<file path="src/link_timing_pkg.sv">
/*
  serial link timing
  uart bit period, spi sck divider, counter types and the
  state encodings shared by both uarts and the spi master
*/

package link_timing_pkg;

  // uart bit period in fpga_clk cycles
  localparam logic [31:0] CLKS_PER_BIT = 32'd20;
  // 8N1 framing
  localparam int UART_DATA_BITS = 8;
  // fpga_clk cycles per sck half period
  localparam int SPI_HALF_PERIOD = 2;

  typedef logic [4:0] baud_cnt_t;
  typedef logic [2:0] bit_idx_t;

  typedef enum logic [1:0] {UART_IDLE, UART_START, UART_DATA, UART_STOP} uart_state_t;
  typedef enum logic {SPI_IDLE, SPI_SHIFT} spi_state_t;

endpackage

</file>
<file path="src/slm_cmd_pkg.sv">
/*
  display command definitions
  link byte, spi frame layout and reply queue sizing
*/

package slm_cmd_pkg;

  // any byte on uart or spi
  typedef logic [7:0] cmd_byte_t;

  // frame is {address, data}, address sent first, msb first
  localparam int SPI_FRAME_BITS = 16;
  typedef logic [SPI_FRAME_BITS-1:0] spi_frame_t;

  localparam int REPLY_DEPTH = 4;
  typedef logic [$clog2(REPLY_DEPTH)-1:0] reply_ptr_t;

endpackage

</file>
<file path="src/spi_xfer_if.sv">
/*
  spi register transaction
  one request strobe with its frame, answered by the miso byte
*/

`timescale 1ns/1ns

interface spi_xfer_if;

  // request side, frame held while start pulses
  logic                     start;
  slm_cmd_pkg::spi_frame_t  frame;
  // response side
  slm_cmd_pkg::cmd_byte_t   reply;
  logic                     reply_valid;
  logic                     busy;

  modport requester (output start, output frame, input reply, input reply_valid, input busy);
  modport responder (input start, input frame, output reply, output reply_valid, output busy);

endinterface

</file>
<file path="src/uart_rx.sv">
/*
  8N1 uart receiver
  mid-bit sampling, one-cycle valid strobe in the middle of the stop bit
*/

`timescale 1ns/1ns

module uart_rx (
  input  logic                   fpga_clk,
  input  logic                   reset_all_cmd_w,
  input  logic                   rx_serial_i,
  output slm_cmd_pkg::cmd_byte_t rx_byte_o,
  output logic                   rx_valid_o
);

  logic [1:0]                  rx_sync_q;
  logic                        rx_bit;
  link_timing_pkg::uart_state_t state_q;
  link_timing_pkg::baud_cnt_t  baud_cnt_q;
  link_timing_pkg::bit_idx_t   bit_idx_q;
  logic                        bit_end;
  logic                        half_bit;
  slm_cmd_pkg::cmd_byte_t      rx_shreg_q;

  // sampled line after two flops
  assign rx_bit   = rx_sync_q[1];
  assign bit_end  = baud_cnt_q == link_timing_pkg::baud_cnt_t'(link_timing_pkg::CLKS_PER_BIT - 1);
  // middle of the start bit
  assign half_bit =
    baud_cnt_q == link_timing_pkg::baud_cnt_t'((link_timing_pkg::CLKS_PER_BIT - 1) / 2);

  always_ff @(posedge fpga_clk) begin
    if (reset_all_cmd_w) begin
      // idle line is high
      rx_sync_q  <= 2'b11;
      state_q    <= link_timing_pkg::UART_IDLE;
      baud_cnt_q <= '0;
      bit_idx_q  <= '0;
      rx_valid_o <= 1'b0;
    end else begin
      rx_sync_q  <= {rx_sync_q[0], rx_serial_i};
      rx_valid_o <= 1'b0;
      baud_cnt_q <= baud_cnt_q + 1'b1;
      case (state_q)
        link_timing_pkg::UART_IDLE: begin
          baud_cnt_q <= '0;
          bit_idx_q  <= '0;
          if (!rx_bit) state_q <= link_timing_pkg::UART_START;
        end
        link_timing_pkg::UART_START: begin
          // glitch check at half bit, re-align counter to bit centre
          if (half_bit) begin
            baud_cnt_q <= '0;
            state_q    <= rx_bit ? link_timing_pkg::UART_IDLE : link_timing_pkg::UART_DATA;
          end
        end
        link_timing_pkg::UART_DATA: begin
          if (bit_end) begin
            baud_cnt_q <= '0;
            bit_idx_q  <= bit_idx_q + 1'b1;
            if (bit_idx_q == link_timing_pkg::bit_idx_t'(link_timing_pkg::UART_DATA_BITS - 1))
              state_q <= link_timing_pkg::UART_STOP;
          end
        end
        default: begin
          // stop bit centre, strobe only on a good stop bit
          if (bit_end) begin
            rx_valid_o <= rx_bit;
            state_q    <= link_timing_pkg::UART_IDLE;
          end
        end
      endcase
    end
  end

  // lsb first into the top of the shifter
  always_ff @(posedge fpga_clk) begin
    if (state_q == link_timing_pkg::UART_DATA && bit_end)
      rx_shreg_q <= {rx_bit, rx_shreg_q[7:1]};
  end

  assign rx_byte_o = rx_shreg_q;

endmodule

</file>
<file path="src/uart_tx.sv">
/*
  8N1 uart transmitter
  byte latched on start, busy until the stop bit ends
*/

`timescale 1ns/1ns

module uart_tx (
  input  logic                   fpga_clk,
  input  logic                   reset_all_cmd_w,
  input  slm_cmd_pkg::cmd_byte_t tx_byte_i,
  input  logic                   tx_start_i,
  output logic                   tx_busy_o,
  output logic                   tx_serial_o
);

  link_timing_pkg::uart_state_t state_q;
  link_timing_pkg::baud_cnt_t   baud_cnt_q;
  link_timing_pkg::bit_idx_t    bit_idx_q;
  logic                         bit_end;
  logic                         launch;
  slm_cmd_pkg::cmd_byte_t       tx_shreg_q;

  assign bit_end = baud_cnt_q == link_timing_pkg::baud_cnt_t'(link_timing_pkg::CLKS_PER_BIT - 1);
  assign launch  = (state_q == link_timing_pkg::UART_IDLE) && tx_start_i;

  always_ff @(posedge fpga_clk) begin
    if (reset_all_cmd_w) begin
      state_q     <= link_timing_pkg::UART_IDLE;
      baud_cnt_q  <= '0;
      bit_idx_q   <= '0;
      tx_serial_o <= 1'b1;
    end else if (state_q == link_timing_pkg::UART_IDLE) begin
      baud_cnt_q <= '0;
      bit_idx_q  <= '0;
      // start bit on the line the cycle after the strobe
      if (tx_start_i) begin
        state_q     <= link_timing_pkg::UART_START;
        tx_serial_o <= 1'b0;
      end
    end else if (!bit_end) begin
      baud_cnt_q <= baud_cnt_q + 1'b1;
    end else begin
      baud_cnt_q <= '0;
      case (state_q)
        link_timing_pkg::UART_START: begin
          state_q     <= link_timing_pkg::UART_DATA;
          tx_serial_o <= tx_shreg_q[0];
        end
        link_timing_pkg::UART_DATA: begin
          bit_idx_q <= bit_idx_q + 1'b1;
          if (bit_idx_q == link_timing_pkg::bit_idx_t'(link_timing_pkg::UART_DATA_BITS - 1)) begin
            state_q     <= link_timing_pkg::UART_STOP;
            tx_serial_o <= 1'b1;
          end else begin
            tx_serial_o <= tx_shreg_q[0];
          end
        end
        default: state_q <= link_timing_pkg::UART_IDLE;
      endcase
    end
  end

  // lsb first, next bit always at position 0
  always_ff @(posedge fpga_clk) begin
    if (launch)
      tx_shreg_q <= tx_byte_i;
    else if (bit_end && state_q != link_timing_pkg::UART_STOP)
      tx_shreg_q <= {1'b0, tx_shreg_q[7:1]};
  end

  assign tx_busy_o = state_q != link_timing_pkg::UART_IDLE;

endmodule

</file>
<file path="src/cmd_assembler.sv">
/*
  command assembler
  pairs uart bytes into {address, data} and launches one spi write per pair
*/

`timescale 1ns/1ns

module cmd_assembler (
  input  logic                   fpga_clk,
  input  logic                   reset_all_cmd_w,
  input  slm_cmd_pkg::cmd_byte_t rx_byte_i,
  input  logic                   rx_valid_i,
  spi_xfer_if.requester          xfer
);

  logic                   expect_data_q;
  logic                   start_q;
  slm_cmd_pkg::cmd_byte_t addr_slot_q;
  slm_cmd_pkg::cmd_byte_t data_slot_q;

  // odd/even byte toggle, 0 = waiting for address
  always_ff @(posedge fpga_clk) begin
    if (reset_all_cmd_w) begin
      expect_data_q <= 1'b0;
      start_q       <= 1'b0;
    end else begin
      start_q <= rx_valid_i && expect_data_q;
      if (rx_valid_i) expect_data_q <= ~expect_data_q;
    end
  end

  // every byte moves along the chain, data slot to address slot
  always_ff @(posedge fpga_clk) begin
    if (rx_valid_i) begin
      addr_slot_q <= data_slot_q;
      data_slot_q <= rx_byte_i;
    end
  end

  assign xfer.start = start_q;
  assign xfer.frame = {addr_slot_q, data_slot_q};

endmodule

</file>
<file path="src/spi_master.sv">
/*
  mode-0 spi master
  shifts the 16-bit frame out msb first and returns the last
  eight miso samples as the reply byte
*/

`timescale 1ns/1ns

module spi_master (
  input  logic          fpga_clk,
  input  logic          reset_all_cmd_w,
  spi_xfer_if.responder xfer,
  output logic          sen_o,
  output logic          sck_o,
  output logic          sdat_o,
  input  logic          sout_i
);

  // one count per sck half period over the frame
  typedef logic [$clog2(2 * slm_cmd_pkg::SPI_FRAME_BITS)-1:0] half_idx_t;

  link_timing_pkg::spi_state_t state_q;
  link_timing_pkg::baud_cnt_t  div_cnt_q;
  half_idx_t                   half_idx_q;
  logic                        launch;
  logic                        half_end;
  logic                        last_half;
  logic                        sck_rise;
  logic                        sck_fall;
  slm_cmd_pkg::spi_frame_t     mosi_shreg_q;
  slm_cmd_pkg::cmd_byte_t      miso_shreg_q;

  // start while busy is ignored
  assign launch    = !xfer.busy && xfer.start;
  assign half_end  = (state_q == link_timing_pkg::SPI_SHIFT) &&
                     (div_cnt_q ==
                      link_timing_pkg::baud_cnt_t'(link_timing_pkg::SPI_HALF_PERIOD - 1));
  assign last_half = half_idx_q == half_idx_t'(2 * slm_cmd_pkg::SPI_FRAME_BITS - 1);
  // edges about to happen on sck
  assign sck_rise  = half_end && !sck_o;
  assign sck_fall  = half_end && sck_o && !last_half;

  //////////////////////////////////////////////////
  // frame sequencing

  always_ff @(posedge fpga_clk) begin
    if (reset_all_cmd_w) begin
      state_q          <= link_timing_pkg::SPI_IDLE;
      sen_o            <= 1'b1;
      sck_o            <= 1'b0;
      div_cnt_q        <= '0;
      half_idx_q       <= '0;
      xfer.reply_valid <= 1'b0;
    end else begin
      xfer.reply_valid <= 1'b0;
      if (launch) begin
        // sen low the cycle after start
        state_q    <= link_timing_pkg::SPI_SHIFT;
        sen_o      <= 1'b0;
        div_cnt_q  <= '0;
        half_idx_q <= '0;
      end else if (half_end) begin
        div_cnt_q  <= '0;
        half_idx_q <= half_idx_q + 1'b1;
        if (last_half) begin
          // 16th falling edge, close the frame
          state_q          <= link_timing_pkg::SPI_IDLE;
          sen_o            <= 1'b1;
          sck_o            <= 1'b0;
          xfer.reply_valid <= 1'b1;
        end else begin
          sck_o <= ~sck_o;
        end
      end else if (state_q == link_timing_pkg::SPI_SHIFT) begin
        div_cnt_q <= div_cnt_q + 1'b1;
      end
    end
  end

  //////////////////////////////////////////////////
  // data shifters

  // mosi changes on sck falling, bit 15 ready as sen drops
  always_ff @(posedge fpga_clk) begin
    if (launch)
      mosi_shreg_q <= xfer.frame;
    else if (sck_fall)
      mosi_shreg_q <= {mosi_shreg_q[slm_cmd_pkg::SPI_FRAME_BITS-2:0], 1'b0};
  end

  // miso sampled on sck rising, only the last eight survive
  always_ff @(posedge fpga_clk) begin
    if (sck_rise)
      miso_shreg_q <= {miso_shreg_q[6:0], sout_i};
  end

  assign sdat_o     = mosi_shreg_q[slm_cmd_pkg::SPI_FRAME_BITS-1];
  assign xfer.reply = miso_shreg_q;
  assign xfer.busy  = state_q == link_timing_pkg::SPI_SHIFT;

endmodule

</file>
<file path="src/reply_queue.sv">
/*
  reply queue
  four-entry byte fifo between spi replies and the uart transmitter,
  read first and start the transmitter one cycle later
*/

`timescale 1ns/1ns

module reply_queue (
  input  logic                   fpga_clk,
  input  logic                   reset_all_cmd_w,
  input  slm_cmd_pkg::cmd_byte_t wr_byte_i,
  input  logic                   wr_valid_i,
  input  logic                   tx_busy_i,
  output slm_cmd_pkg::cmd_byte_t tx_byte_o,
  output logic                   tx_start_o
);

  // entry count needs one more state than the depth
  typedef logic [$clog2(slm_cmd_pkg::REPLY_DEPTH + 1)-1:0] count_t;

  slm_cmd_pkg::cmd_byte_t mem_q [slm_cmd_pkg::REPLY_DEPTH];
  slm_cmd_pkg::reply_ptr_t wr_ptr_q;
  slm_cmd_pkg::reply_ptr_t rd_ptr_q;
  count_t                 count_q;
  logic                   wr_pend_q;
  slm_cmd_pkg::cmd_byte_t wr_byte_q;
  logic                   rd_pend_q;
  logic                   full;
  logic                   empty;
  logic                   wr_en;
  logic                   rd_en;

  assign full  = count_q == count_t'(slm_cmd_pkg::REPLY_DEPTH);
  assign empty = count_q == '0;
  // write lands the cycle after reply_valid, dropped when full
  assign wr_en = wr_pend_q && !full;
  // no second read while the previous start is still in flight
  assign rd_en = !empty && !tx_busy_i && !rd_pend_q;

  always_ff @(posedge fpga_clk) begin
    if (reset_all_cmd_w) begin
      wr_ptr_q  <= '0;
      rd_ptr_q  <= '0;
      count_q   <= '0;
      wr_pend_q <= 1'b0;
      rd_pend_q <= 1'b0;
    end else begin
      wr_pend_q <= wr_valid_i;
      rd_pend_q <= rd_en;
      if (wr_en) wr_ptr_q <= wr_ptr_q + 1'b1;
      if (rd_en) rd_ptr_q <= rd_ptr_q + 1'b1;
      case ({wr_en, rd_en})
        2'b10:   count_q <= count_q + 1'b1;
        2'b01:   count_q <= count_q - 1'b1;
        default: count_q <= count_q;
      endcase
    end
  end

  // storage and output byte
  always_ff @(posedge fpga_clk) begin
    wr_byte_q <= wr_byte_i;
    if (wr_en) mem_q[wr_ptr_q] <= wr_byte_q;
    if (rd_en) tx_byte_o <= mem_q[rd_ptr_q];
  end

  // transmitter start one cycle after the read
  assign tx_start_o = rd_pend_q;

endmodule

</file>
<file path="src/bridge_top.sv">
/*
  pc to display control bridge
  uart byte pairs become spi register writes, the miso byte of
  each write is echoed back to the pc over uart
*/

`timescale 1ns/1ns

module bridge_top (
  input  logic fpga_clk,
  input  logic reset_all_cmd_w,
  // pc uart
  input  logic uart_rx_i,
  output logic uart_tx_o,
  // display spi
  output logic spi_sen_o,
  output logic spi_sck_o,
  output logic spi_sdat_o,
  input  logic spi_sout_i
);

  //////////////////////////////////////////////////
  // internal links

  slm_cmd_pkg::cmd_byte_t rx_byte;
  logic                   rx_valid;
  slm_cmd_pkg::cmd_byte_t tx_byte;
  logic                   tx_start;
  logic                   tx_busy;

  spi_xfer_if xfer_if ();

  //////////////////////////////////////////////////
  // pc -> display

  uart_rx u_uart_rx (
    .fpga_clk        (fpga_clk),
    .reset_all_cmd_w (reset_all_cmd_w),
    .rx_serial_i     (uart_rx_i),
    .rx_byte_o       (rx_byte),
    .rx_valid_o      (rx_valid)
  );

  cmd_assembler u_cmd_assembler (
    .fpga_clk        (fpga_clk),
    .reset_all_cmd_w (reset_all_cmd_w),
    .rx_byte_i       (rx_byte),
    .rx_valid_i      (rx_valid),
    .xfer            (xfer_if.requester)
  );

  spi_master u_spi_master (
    .fpga_clk        (fpga_clk),
    .reset_all_cmd_w (reset_all_cmd_w),
    .xfer            (xfer_if.responder),
    .sen_o           (spi_sen_o),
    .sck_o           (spi_sck_o),
    .sdat_o          (spi_sdat_o),
    .sout_i          (spi_sout_i)
  );

  //////////////////////////////////////////////////
  // display -> pc

  // reply byte queued, then drained when the transmitter is free
  reply_queue u_reply_queue (
    .fpga_clk        (fpga_clk),
    .reset_all_cmd_w (reset_all_cmd_w),
    .wr_byte_i       (xfer_if.reply),
    .wr_valid_i      (xfer_if.reply_valid),
    .tx_busy_i       (tx_busy),
    .tx_byte_o       (tx_byte),
    .tx_start_o      (tx_start)
  );

  uart_tx u_uart_tx (
    .fpga_clk        (fpga_clk),
    .reset_all_cmd_w (reset_all_cmd_w),
    .tx_byte_i       (tx_byte),
    .tx_start_i      (tx_start),
    .tx_busy_o       (tx_busy),
    .tx_serial_o     (uart_tx_o)
  );

endmodule

</file>
<file path="config.mk">
export PLATFORM = sky130hd
export DESIGN_NAME = bridge_top
export DESIGN_NICKNAME = d
export VERILOG_FILES = /design/src/link_timing_pkg.sv /design/src/slm_cmd_pkg.sv /design/src/spi_xfer_if.sv /design/src/uart_rx.sv /design/src/uart_tx.sv /design/src/cmd_assembler.sv /design/src/spi_master.sv /design/src/reply_queue.sv /design/src/bridge_top.sv
export SDC_FILE = /design/constraint.sdc
export NUM_CORES = 1
export LEC_CHECK = 0
export ABC_AREA = 1
export BUFFER_PORTS_ARGS = -buffer_cell sky130_fd_sc_hd__buf_4
export CAP_MARGIN = 20
export CORE_MARGIN = 2
export CORE_UTILIZATION = 27
export CTS_BUF_LIST = sky130_fd_sc_hd__clkbuf_16
export DETAILED_ROUTE_END_ITERATION = 10
export PLACE_DENSITY_LB_ADDON = 0.2
export SLEW_MARGIN = 0
export SYNTH_ARGS = -nofsm -noshare
export SYNTH_HDL_FRONTEND = slang
export SYNTH_SLANG_ARGS = --single-unit
</file>
<file path="constraint.sdc">
create_clock -name fpga_clk -period 4.5 [get_ports fpga_clk]
set_clock_uncertainty 0.1 [all_clocks]
set_input_delay 0 -clock fpga_clk [delete_from_list [all_inputs] [get_ports fpga_clk]]
set_output_delay 0 -clock fpga_clk [all_outputs]
set_load 0.02 [all_outputs]
</file>
Word level (Yosys, flattened, before mapping)
Memories as Yosys holds them, arrays and structs flattened. A register that Yosys moved wholly into a read port is not among the register bits. Cells that the tools add are included.

Bits in registers: 113. Bits in writable memories: 32. Logic and storage cells: 148. Output and inout port bits: 4. Memories kept: 1.

Memory list: u_reply_queue.mem_q (depth 4, width 8, rd ports 1, clocked after memory_dff 1, write ports 1, line reply_queue.sv:22) `slm_cmd_pkg::cmd_byte_t mem_q [slm_cmd_pkg::REPLY_DEPTH];`.

Bitwise operators: 5. Reduce and logical (&&, ||, !) cells: 45. Mux-type cells: 37. Eq/ne operators: 21. $add $sub $neg: 10.

Operator list (count): $mux 16 (2); $add 5x1->5 const B (4); $mux 2 (10); $mux 8 (2); $reduce_bool 2->1 (8); $eq 5x5->1 const B (3); $pmux 5 s3 (1); $mux 1 (14); $logic_and 1x1->1 (12); $pmux 3 s2 (2); $mux 5 (2); $add 3x1->3 const B (3); $eq 3x3->1 const B (3); $reduce_or 3->1 (3); $reduce_and 2->1 (4); $logic_not 1->1 (7); $eq 2x1->1 const B (3); $eq 2x2->1 const B (3); $ne 2x1->1 const B (3); $ne 2x2->1 const B (3); $pmux 2 s3 (1); $reduce_and 3->1 (2); $reduce_bool 3->1 (2); $eq 5x1->1 const B (1); 13 further kinds (20).

Logic depth before layout (Yosys ltp)
Gate-level depths: netlist of the first run.

Depth after elaboration: 6. Gate-level depth with buffers: 11. Depth with buffers taken out: 11.

Modules after synthesis
Synthesis of the first run repeated with hierarchy kept, for this count alone.

Cell total of the unflattened synthesis: 546. Area total of the unflattened synthesis: 6122.1 µm².

Modules (own cells, without submodules): reply_queue (cells each 163, instances 1, sequential area each 1541.5 µm², area an instance 2099.5 µm²); spi_master (cells each 167, instances 1, sequential area each 1001.0 µm², area an instance 1650.3 µm²); uart_rx (cells each 101, instances 1, sequential area each 500.5 µm², area an instance 932.1 µm²); uart_tx (cells each 91, instances 1, sequential area each 460.4 µm², area an instance 894.6 µm²); cmd_assembler (cells each 24, instances 1, sequential area each 520.5 µm², area an instance 545.5 µm²).

Worst setup path before layout of the first run
OpenSTA, ideal clock, no wires.

Path kind: flip-flop to flip-flop. Start: register u_spi_master.half_idx_q[0]. End: register u_spi_master.mosi_shreg_q[0], enable pin. Arrival: 2.153 ns. Path buffers: 0. Slack: 1.833 ns. Cell stages (with the launch flop): 6. Cell sequence: dfxtp_1 ha_1 inv_1 nor3_1 ha_1 o31ai_1.

Cells in the longest elaborated chain, start to end: 4.

Ends and longest elaborated chain: start: declaration (line spi_master.sv:24) `half_idx_t half_idx_q;`; start signal: assignment (line spi_master.sv:64) `half_idx_q <= half_idx_q + 1'b1;`; $eq 5x5->1 (line spi_master.sv:38) `assign last_half = half_idx_q == half_idx_t'(2 * slm_cmd_pkg::SPI_FRAME_BITS - 1);`; named net u_spi_master.last_half (line spi_master.sv:27) `logic last_half;`; $logic_not 1->1 (line spi_master.sv:41) `assign sck_fall = half_end && sck_o && !last_half;`; $logic_and 1x1->1 (line spi_master.sv:41); $reduce_bool 2->1 (no line); end signal: assignment (line spi_master.sv:86) `mosi_shreg_q <= xfer.frame;`; end signal: assignment (line spi_master.sv:88) `mosi_shreg_q <= {mosi_shreg_q[slm_cmd_pkg::SPI_FRAME_BITS-2:0], 1'b0};`; end: declaration (line spi_master.sv:30) `slm_cmd_pkg::spi_frame_t mosi_shreg_q;`.

The timed path passes the listed nets, and every way through them passes these cells. A chain may end at the register's enable or synchronous reset.

Worst setup path in the final report of the first run
Start: register u_uart_tx.state_q[0]. End: register u_reply_queue.count_q[2].

Cells in the longest elaborated chain, start to end: 6. Elaborated cells on any way between the ends: 8.

Ends and longest elaborated chain: start: declaration (line uart_tx.sv:17) `link_timing_pkg::uart_state_t state_q;`; start signal: assignment (line uart_tx.sv:29) `state_q <= link_timing_pkg::UART_IDLE;`; start signal: assignment (line uart_tx.sv:38) `state_q <= link_timing_pkg::UART_START;`; start signal: assignment (line uart_tx.sv:47) `state_q <= link_timing_pkg::UART_DATA;`; $reduce_bool 2->1 * (line uart_tx.sv:72) `assign tx_busy_o = state_q != link_timing_pkg::UART_IDLE;`; $logic_not 1->1 * (line reply_queue.sv:39) `assign rd_en = !empty && !tx_busy_i && !rd_pend_q;`; $logic_and 1x1->1 * (2 in a row) (line reply_queue.sv:39); named net u_reply_queue.rd_en (line reply_queue.sv:32) `logic rd_en;`; $eq 2x1->1 / $eq 2x2->1 (equally long branches) (line reply_queue.sv:53) `case ({wr_en, rd_en})`; $pmux 3 s2 / $reduce_bool 2->1 (equally long branches); end signal: assignment (line reply_queue.sv:54) `2'b10: count_q <= count_q + 1'b1;`; end signal: assignment (line reply_queue.sv:55) `2'b01: count_q <= count_q - 1'b1;`; end signal: assignment (line reply_queue.sv:56) `default: count_q <= count_q;`; end: declaration (line reply_queue.sv:25) `count_t count_q;`.

Mark *: on every way through the listed nets, which the timed path passes. The rest lies on a longest branch.

==> flow_summary_export.csv, run 1 <==
group,metric,value,unit
yosys,synth_common_cells,"nand2_1 (100), edfxtp_1 (96), dfxtp_1 (57)",
grt,gr-total-overflow,0,
yosys,avgSynthCellArea,11.3,µm²
place,placedCellCount,796,
floorplan,num_rows,54,
setup_path,path_max_fanout,10,
pwr,peakVddDrop,0.000210,V
sta,hold_viol,0,
clock_network,cts.clk_slew.worst_paths,0.07,ns
setup_path,crit_type,"flop to flop",
sta,rsz0062_at_grt,"no",
place,dp_hpwl,6470,µm
sta,tightest_slew,0.876,ns
route,drtPass1Iterations,4,
place,io_buffers,7,
grt,grt_pass1_vias,3500,
route,routedWlPerCell,11.9,µm
sta,max_slew_margin,41.4,%
yosys,synth_cell_types,30,
yosys,synth-edff-count,96,
layout,drive_gt1_share,11.2,%
clock_network,clock-sinks,153,
yosys,async_flop_share,0,%
sta,tns,0,ns
clock_network,htree_levels,4,
floorplan,die_h,152,µm
yosys,syn_nets,543,
clock_network,clk_latency,0.42,ns
setup_path,cp-start-kind,"flop",
yosys,synth_top_area_share,49.0,%
route,dr_total_vias,3534,
clock_network,postCtsSetupRepairBufs,0,
grt,grt_usage,9.62,%
yosys,synth.area.top_cells,"edfxtp_1 (49%), dfxtp_1 (19%), nand2_1 (6.4%)",
layout,area_growth,17.4,%
hold_path,hp-class,"input port to flop",
clock_network,cts_buffer_depth,2,
pwr,p_sw,1.08,mW
setup_path,worst_ep_arrival_time,2.77,ns
clock_network,cts_root_buf,"clkbuf_16",
floorplan,start_util,27.2,%
sta,setup_ws,1.93,ns
job,drv_cap,0,
setup_path,ff2ff_setup_slack,1.93,ns
sta,finalSetupViolCount,0,
pwr,p_clk_share,39.3,%
floorplan,die_area,23000,µm²
floorplan,coreArea,21600,µm²
pwr,p_comb_share,13.9,%
clock_network,cts_buffers,17,
route,routed_wirelength,9940,µm
sta,fmax,389,MHz
route,routed_via_density,4.24,
pwr,pwr_density_cell,527,nW/µm²
pwr,seq_power_share,46.9,%
yosys,ys.flop_type,"edfxtp_1",
yosys,synthesis.area,5890,µm²
grt,grt_pass1_wl,17000,µm
clock_network,cts.repair.resized,0,
layout,antennaDiodeCount,0,
pwr,power.share.switching,29.5,%
setup_path,required,4.70,ns
sta,finalMaxSlewViolations,0,
yosys,synth.ff_latch_count,153,
layout,final_nets,564,
sta,fin_crit,2.57,ns
floorplan,io_pins,8,
grt,antenna_found_initial,0,
outcome,outcome,"finished clean",
setup_path,crit_path_end_kind,"flop",
route,antenna_left,0,
yosys,postSynthCellCount,519,
pwr,p_leak,2.58,nW
yosys,synth_top_cell_by_area,"edfxtp_1",
pwr,p_int,2.56,mW
route,drc,0,
yosys,yosysMostFrequentCell,"nand2_1",
layout,final_cell_area,6910,µm²
clock_network,hold_buffers,4,
yosys,yosys_warnings,0,
sta,fin_crit_sh,57.1,%
pwr,p_total,3.64,mW
place,gp_congestion,0.740,
place,pre_cts_ws,1.94,ns
grt,grt_max_degree,21,
clock_network,cts_tree,"yes",
route,initialDrtViolationCount,177,
yosys,yosysSeqAreaShare,68.4,%
place,place_area,6250,µm²
layout,stdcell_count,833,
floorplan,die-width,152,µm
layout,fill_cells,2182,
[critical path, cell delays in order, from the launching register on]
cell	delay, ns
dfxtp_1	0.33
inv_1	0.08
ha_1	0.27
nand3_1	0.18
inv_1	0.32
ha_1	0.21
inv_1	0.08
fa_1	0.44
a21oi_1	0.14
o21ai_0	0.11
o21ai_0	0.15
a21oi_1	0.06
[flip-flops by register name, summed over array words and instances, names as in the netlist, 2 cells and up]
| register | count |
|---|---|
| u_cmd_assembler.addr_slot_q | 8 |
| u_cmd_assembler.data_slot_q | 8 |
| u_reply_queue.count_q | 3 |
| u_reply_queue.mem_q | 32 |
| u_reply_queue.rd_ptr_q | 2 |
| u_reply_queue.tx_byte_o | 8 |
| u_reply_queue.wr_byte_q | 8 |
| u_reply_queue.wr_ptr_q | 2 |
| u_spi_master.div_cnt_q | 5 |
| u_spi_master.half_idx_q | 5 |
| u_spi_master.mosi_shreg_q | 16 |
| u_spi_master.xfer.reply | 8 |
| u_uart_rx.baud_cnt_q | 5 |
| u_uart_rx.bit_idx_q | 3 |
| u_uart_rx.rx_byte_o | 8 |
| u_uart_rx.rx_sync_q | 2 |
| u_uart_rx.state_q | 2 |
| u_uart_tx.baud_cnt_q | 5 |
| u_uart_tx.bit_idx_q | 3 |
| u_uart_tx.state_q | 2 |
| u_uart_tx.tx_shreg_q | 8 |
[final timing paths]
| check | from | depth (start not counted) | endpoint |
|---|---|---|---|
| setup reg to reg | u_uart_tx.state_q[0] | 11 | u_reply_queue.count_q[2] |
| hold / removal | spi_sout_i | 2 | u_spi_master.xfer.reply[0] |
| hold reg to reg | u_spi_master.xfer.reply[7] | 0 | u_reply_queue.wr_byte_q[7] |
| setup / recovery | u_uart_tx.state_q[0] | 11 | u_reply_queue.count_q[2] |
[metrics by stage]
stage / hold WS [ns] / util (%)
finish: 0.190 / 32.0
CTS: 0.166 / 32.0
global route: 0.172 / 32.0
global placement: 0.0820 / 28.9
floorplan: -0.00113 / -
detailed placement: 0.0803 / 28.9
[cell usage in the layout, fill, tap and decap left out, types with 3 or more instances in the layout]
cell type / netlist / routed
o21ai_0: 28 / 28
buf_4: 1 / 8
ha_1: 19 / 19
xor2_1: 7 / 7
clkinv_8: 0 / 7
a21oi_1: 23 / 23
mux2_2: 7 / 7
nor2_1: 55 / 55
dlygate4sd3_1: 0 / 4
clkbuf_16: 0 / 17
inv_6: 0 / 3
nand3_1: 29 / 29
inv_1: 53 / 53
inv_2: 3 / 3
or2_2: 4 / 4
nand2_1: 100 / 100
edfxtp_1: 96 / 96
o22ai_1: 8 / 8
nor3_1: 5 / 5
inv_8: 0 / 4
dfxtp_1: 57 / 57
[kinds of logic (layout without fill, tap and decap cells)]
family | Yosys count | in the layout | share of synthesized area, %
simple gates | 201 | 201 | 14.6
flops | 153 | 153 | 68.4
buf+inv | 67 | 101 | 4.48
compound gates | 63 | 63 | 5.67
fa+ha+maj | 20 | 20 | 4.38
xor+xnor | 8 | 8 | 1.19
mux | 7 | 7 | 1.34
[final cells by class]
class,instances,area [µm²],share of cell area (%)
Inverter,56,210,3.04
Sequential cell,153,4020,58.2
Clock buffer,17,425,6.15
Timing Repair Buffer,13,105,1.52
Multi-Input combinational cell,299,1600,23.2
Clock inverter,15,194,2.81
Tap cell,280,350,5.07
[layer usage]
metal,vias to the layer above,wire length [µm],GRT usage [%]
met4,0,182,4.63
li1,1794,-,-
met3,12,355,2.99
met5,-,0,0
met1,1676,4910,12.5
met2,52,4490,14.6
[power by group through the flow]
stage                     clock [mW]  sequential (mW)  combinational (mW)
after global routing            1.52             1.73               0.592
after floorplan                    0             1.69               0.415
after detailed placement           0             1.74               0.502
final                           1.43             1.71               0.505
after global placement             0             1.74               0.483
after CTS                       1.47             1.71               0.509
No activity file was read; power rests on OpenSTA's default activity.
==> run 2: changes to the inputs <==
Clock period 4.5 ns to 2.34 ns, I/O delays scaled along.
==> run 2 against run 1 <==
Effect of this change:
- routed wire length grew 0.44%
- worst hold slack improved by 0.015 ns
- count of clock-buffer cells in the layout increased by 2
- cell count grew 1.3%
==> flow_summary_export.csv, run 2 (same netlist as run 1, synthesis figures left out) <==
group,metric,value,unit
outcome,outcome,"finished clean",
clock_network,cts_root_buf,"clkbuf_16",
route,routed_via_density,4.17,
layout,drive_gt1_share,12.9,%
route,initialDrtViolationCount,176,
hold_path,hp-start,"spi_sout_i",
pwr,pwr_density_cell,1010,nW/µm²
place,io_buffers,7,
grt,busiest_layer,"met2",
clock_network,htree_levels,4,
grt,gr-total-overflow,0,
floorplan,coreArea,21600,µm²
pwr,p_leak,2.63,nW
place,dp_hpwl,6550,µm
layout,regMostFlops,"u_reply_queue.mem_q",
layout,seq_area,4020,µm²
route,drc,0,
clock_network,clock-sinks,153,
layout,final_cell_mix,"nand2_1 (100), edfxtp_1 (96), dfxtp_1 (57)",
setup_path,crit_path_frequent_cell,"inv_1",
setup_path,crit_path_end_kind,"flop",
clock_network,postCtsSetupRepairBufs,0,
setup_path,ff2ff_setup_slack,0.23,ns
sta,fin_crit,2.11,ns
setup_path,reg2reg_depth,11,
grt,grt_max_degree,20,
layout,area_growth,18.6,%
layout,largest_reg_flops,32,
setup_path,path_delay_family,"adder cells",
hold_path,hold_depth,2,
setup_path,worst-path-buf-inv,3,
sta,finalSetupViolCount,0,
floorplan,io_pins,8,
floorplan,num_rows,54,
setup_path,cp_slowest_stage_delay,0.44,ns
setup_path,required,2.54,ns
grt,gr-usage-met3,2.69,%
setup_path,crit_path_cell_trace,"inv_1 > ha_1 > nand3_2 > inv_1 > ha_1 > inv_1 > fa_1 > a21oi_1 > o21ai_1 > o21ai_1 > a21oi_1",
layout,final_nets,575,
grt,met2_usage,14.7,%
clock_network,cts_buffer_depth,2,
route,routedWlPerCell,11.8,µm
clock_network,clk_latency,0.42,ns
sta,max_slew_margin,45.6,%
sta,tns,0,ns
route,drtPass1Iterations,4,
clock_network,cts.clk_slew.worst_paths,0.07,ns
setup_path,reg2reg_to,"u_reply_queue.count_q[2]",
grt,grt_pass1_vias,3424,
sta,fmax,473,MHz
floorplan,die_h,152,µm
place,placedCellCount,808,
layout,stdcell_count,844,
grt,met1_usage,12.3,%
hold_path,hp-class,"input port to flop",
layout,fill_cells,2160,
sta,tightest_slew,0.815,ns
layout,multi_input_area,1610,µm²
setup_path,crit_type,"flop to flop",
setup_path,critPathSlowestCell,"fa_1",
layout,layout_commonest_cell,"nand2_1",
grt,antenna_found_initial,0,
layout,antennaDiodeCount,0,
layout,largest_registers,"u_reply_queue.mem_q x32, u_spi_master.mosi_shreg_q x16",
grt,grt_pass1_wl,16700,µm
hold_path,hold_end,"u_spi_master.xfer.reply[0]",
floorplan,die-width,152,µm
place,gp_congestion,0.730,
sta,fin_crit_sh,90.3,%
sta,rsz0062_at_grt,"no",
sta,hold_viol,0,
route,dr_total_vias,3517,
setup_path,worst_ep_arrival_time,2.31,ns
setup_path,cp-start-kind,"flop",
floorplan,die_area,23000,µm²
grt,grt_usage,9.54,%
floorplan,start_util,27.2,%
setup_path,path_max_fanout,4,
clock_network,cts_tree,"yes",
route,antenna_left,0,
sta,finalMaxSlewViolations,0,
pwr,peakVddDrop,0.000375,V
job,drv_cap,0,
route,routed_wirelength,9990,µm
clock_network,cts_buffers,17,
setup_path,r2r_start,"u_uart_tx.state_q[0]",
run 2: changes by cell type in the layout (fill, tap and decap cells not counted):
cell        before  now
o21ai_0         28   26
inv_1           53   54
inv_8            4    3
nand3_2          0    1
buf_2            1    0
nand3_1         29   28
clkinvlp_4       0    1
clkinv_8         7    1
clkbuf_16       17   19
o21ai_1          1    3
buf_4            8   20
inv_6            3    6
run 2: layer usage:
layer	share of wire [%]	vias up
met1	50	1657
met5	0	-
li1	-	1815
met4	2.1	0
met2	46	32
met3	1.9	13
run 2: layout make-up:
cell class	count	area share, %
Clock inverter	13	1.76
Sequential cell	153	57.6
Timing Repair Buffer	24	2.72
Inverter	56	3.01
Clock buffer	19	6.81
Tap cell	280	5.02
Multi-Input combinational cell	299	23.0
run 2: how the worst max path moves through the flow:
stage	from	end	slack, ns	cells after the start
final	u_uart_tx.state_q[0]	u_reply_queue.count_q[2]	0.23	11
after global routing	u_uart_tx.state_q[0]	u_reply_queue.count_q[2]	0.002	11
after CTS	u_uart_tx.state_q[0]	u_reply_queue.count_q[2]	0.13	11
after detailed placement	u_uart_tx.state_q[0]	u_reply_queue.count_q[2]	0.15	11
after global placement	u_uart_tx.state_q[0]	u_reply_queue.count_q[2]	0.23	11
after floorplan	u_uart_tx.state_q[0]	u_reply_queue.count_q[2]	0.07	11
run 2: where the power goes:
part | leakage (nW) | internal, mW | switching [mW]
Sequential | 1.33 | 3.13 | 0.110
Combinational | 1.00 | 0.391 | 0.695
Clock | 0.296 | 1.53 | 1.17
run 2: through the flow:
| stage | utilization (%) | worst slack [ns] | cell area [µm²] | hold slack (ns) | power, mW |
|---|---|---|---|---|---|
| 2_1_floorplan | - | 0.0667 | 5890 | -0.00113 | 4.06 |
| 3_3_place_gp | 29.3 | 0.228 | 6340 | 0.0809 | 4.34 |
| 3_5_place_dp | 29.3 | 0.150 | 6340 | 0.0856 | 4.38 |
| 4_1_cts | 32.3 | 0.127 | 6980 | 0.176 | 7.12 |
| 5_1_grt | 32.3 | 0.00200 | 6980 | 0.180 | 7.42 |
| 6_report | 32.3 | 0.227 | 6980 | 0.205 | 7.03 |
run 2: timing repair:
action                     in CTS  in global routing
hold buffers                    4                  0
hold endpoints to repair       19                  0
gates resized for setup         0                  3
setup endpoints to repair       0                  1
==> run 3: changes to the inputs <==
--- a/config.mk
+++ b/config.mk
@@ -14,4 +14,5 @@
 export DETAILED_ROUTE_END_ITERATION = 10
 export PLACE_DENSITY_LB_ADDON = 0.2
+export RECOVER_POWER = 50
 export SLEW_MARGIN = 0
 export SYNTH_ARGS = -nofsm -noshare
==> constraint.sdc (replaced) <==
create_clock -name fpga_clk -period 2.34 [get_ports fpga_clk]
set_clock_uncertainty 0.1 [all_clocks]
set_input_delay 0.234 -clock fpga_clk [delete_from_list [all_inputs] [get_ports fpga_clk]]
set_output_delay 0.234 -clock fpga_clk [all_outputs]
set_load 0.02 [all_outputs]
==> run 3 against run 2 <==
Effect of this change:
- clock power about the same
- register-to-register slack about the same
- critical path type unchanged
- combinational power about the same
- largest power group unchanged
==> flow_summary_export.csv, run 3 (same netlist as run 1, synthesis figures left out) <==
group,metric,value,unit
place,dp_hpwl,6550,µm
setup_path,crit_path_end_kind,"flop",
route,drtPass1Iterations,4,
grt,gr-total-overflow,0,
clock_network,postCtsSetupRepairBufs,0,
floorplan,die_h,152,µm
route,initialDrtViolationCount,186,
setup_path,path_max_fanout,4,
pwr,peakVddDrop,0.000375,V
hold_path,hold_end,"u_reply_queue.tx_start_o",
hold_path,hold_depth,2,
clock_network,cts_buffer_depth,2,
sta,hold_viol,0,
layout,area_growth,17.8,%
setup_path,required,2.54,ns
pwr,pwr_density_cell,1010,nW/µm²
setup_path,reg2reg_to,"u_reply_queue.count_q[2]",
floorplan,num_rows,54,
route,routed_wirelength,9900,µm
floorplan,io_pins,8,
sta,setup_ws,0.231,ns
clock_network,cts_buffers,17,
floorplan,die_area,23000,µm²
setup_path,r2r_start,"u_uart_tx.state_q[0]",
layout,final_core_util,32.1,%
place,pre_cts_ws,0.150,ns
sta,finalMaxSlewViolations,0,
setup_path,ff2ff_setup_slack,0.23,ns
sta,fmax,474,MHz
setup_path,crit_type,"flop to flop",
sta,fin_crit,2.11,ns
layout,final_nets,573,
hold_path,hp-class,"input port to flop",
place,io_buffers,7,
clock_network,cts_root_buf,"clkbuf_16",
layout,regMostFlops,"u_reply_queue.mem_q",
floorplan,coreArea,21600,µm²
sta,tns,0,ns
grt,grt_usage,9.55,%
pwr,p_leak,2.60,nW
clock_network,cts_tree,"yes",
route,routedWlPerCell,11.8,µm
place,place_area,6340,µm²
floorplan,start_util,27.2,%
layout,largest_registers,"u_reply_queue.mem_q x32, u_spi_master.mosi_shreg_q x16",
setup_path,cp-start-kind,"flop",
sta,max_slew_margin,44.9,%
route,drc,0,
sta,tightest_slew,0.826,ns
setup_path,worst_ep_arrival_time,2.31,ns
grt,grt_pass1_vias,3442,
layout,final_cell_mix,"nand2_1 (100), edfxtp_1 (96), dfxtp_1 (57)",
layout,largest_reg_flops,32,
hold_path,hp-start,"reset_all_cmd_w",
job,drv_cap,0,
sta,finalSetupViolCount,0,
clock_network,cts.clk_slew.worst_paths,0.06,ns
layout,layout_commonest_cell,"nand2_1",
layout,stdcell_count,842,
sta,hold_slack,0.0792,ns
clock_network,clk_latency,0.42,ns
sta,rsz0062_at_grt,"no",
layout,antennaDiodeCount,0,
route,dr_total_vias,3503,
grt,grt_pass1_wl,16700,µm
floorplan,die-width,152,µm
setup_path,reg2reg_depth,11,
layout,final_cell_area,6940,µm²
place,placedCellCount,808,
route,routed_via_density,4.16,
clock_network,htree_levels,4,
grt,antenna_found_initial,0,
place,gp_congestion,0.730,
pwr,p_total,7.00,mW
outcome,outcome,"finished clean",
grt,grt_max_degree,20,
route,antenna_left,0,
layout,drive_gt1_share,11.4,%
sta,fin_crit_sh,90.1,%
clock_network,clock-sinks,153,
run 3: cell count changes in the layout (fill, tap and decap cells not counted), sizes merged:
cell,before,now
buf,20,11
clkbuf,19,28
dlygate4sd3,4,2
run 3: cell type report:
type,instances,area (µm²)
fillers,2171,14700
flip-flops and latches,153,4020
multi-input cells,299,1610
clock buffers,19,475
well taps,280,350
inverters,56,210
repair buffers,22,144
clock inverters,13,123
run 3: how the worst max path moves through the flow:
stage / start / endpoint / depth (start not counted)
floorplan: u_uart_tx.state_q[0] / u_reply_queue.count_q[2] / 11
detailed placement: u_uart_tx.state_q[0] / u_reply_queue.count_q[2] / 11
finish: u_uart_tx.state_q[0] / u_reply_queue.count_q[2] / 11
global route: u_uart_tx.state_q[0] / u_reply_queue.count_q[2] / 11
global placement: u_uart_tx.state_q[0] / u_reply_queue.count_q[2] / 11
CTS: u_uart_tx.state_q[0] / u_reply_queue.count_q[2] / 11
run 3: report_power, final:
part | internal (mW) | total (mW) | switching (mW)
Combinational | 0.368 | 1.06 | 0.691
Sequential | 3.13 | 3.24 | 0.110
Clock | 1.53 | 2.69 | 1.16
run 3: critical path: stages (launching register included):
cell and delay [ns]:
dfxtp_1 0.33, inv_1 0.09, ha_1 0.19, nand3_2 0.11, inv_1 0.09, ha_1 0.15, inv_1 0.07, fa_1 0.44
a21oi_1 0.16, o21ai_1 0.10, o21ai_1 0.12, a21oi_1 0.05
run 3: what timing repair did:
item                       CTS  global route
gates resized for setup      0             3
hold buffers                 2             0
setup endpoints to repair    0             1
hold endpoints to repair     2             0
run 3: metal layers:
metal  routed length [µm]  vias up  GRT usage [%]
met5                    0        -              0
met4                  211        0           4.77
met3                  211       13           2.69
met2                 4550       38           14.8
met1                 4920     1639           12.2
li1                     -     1813              -
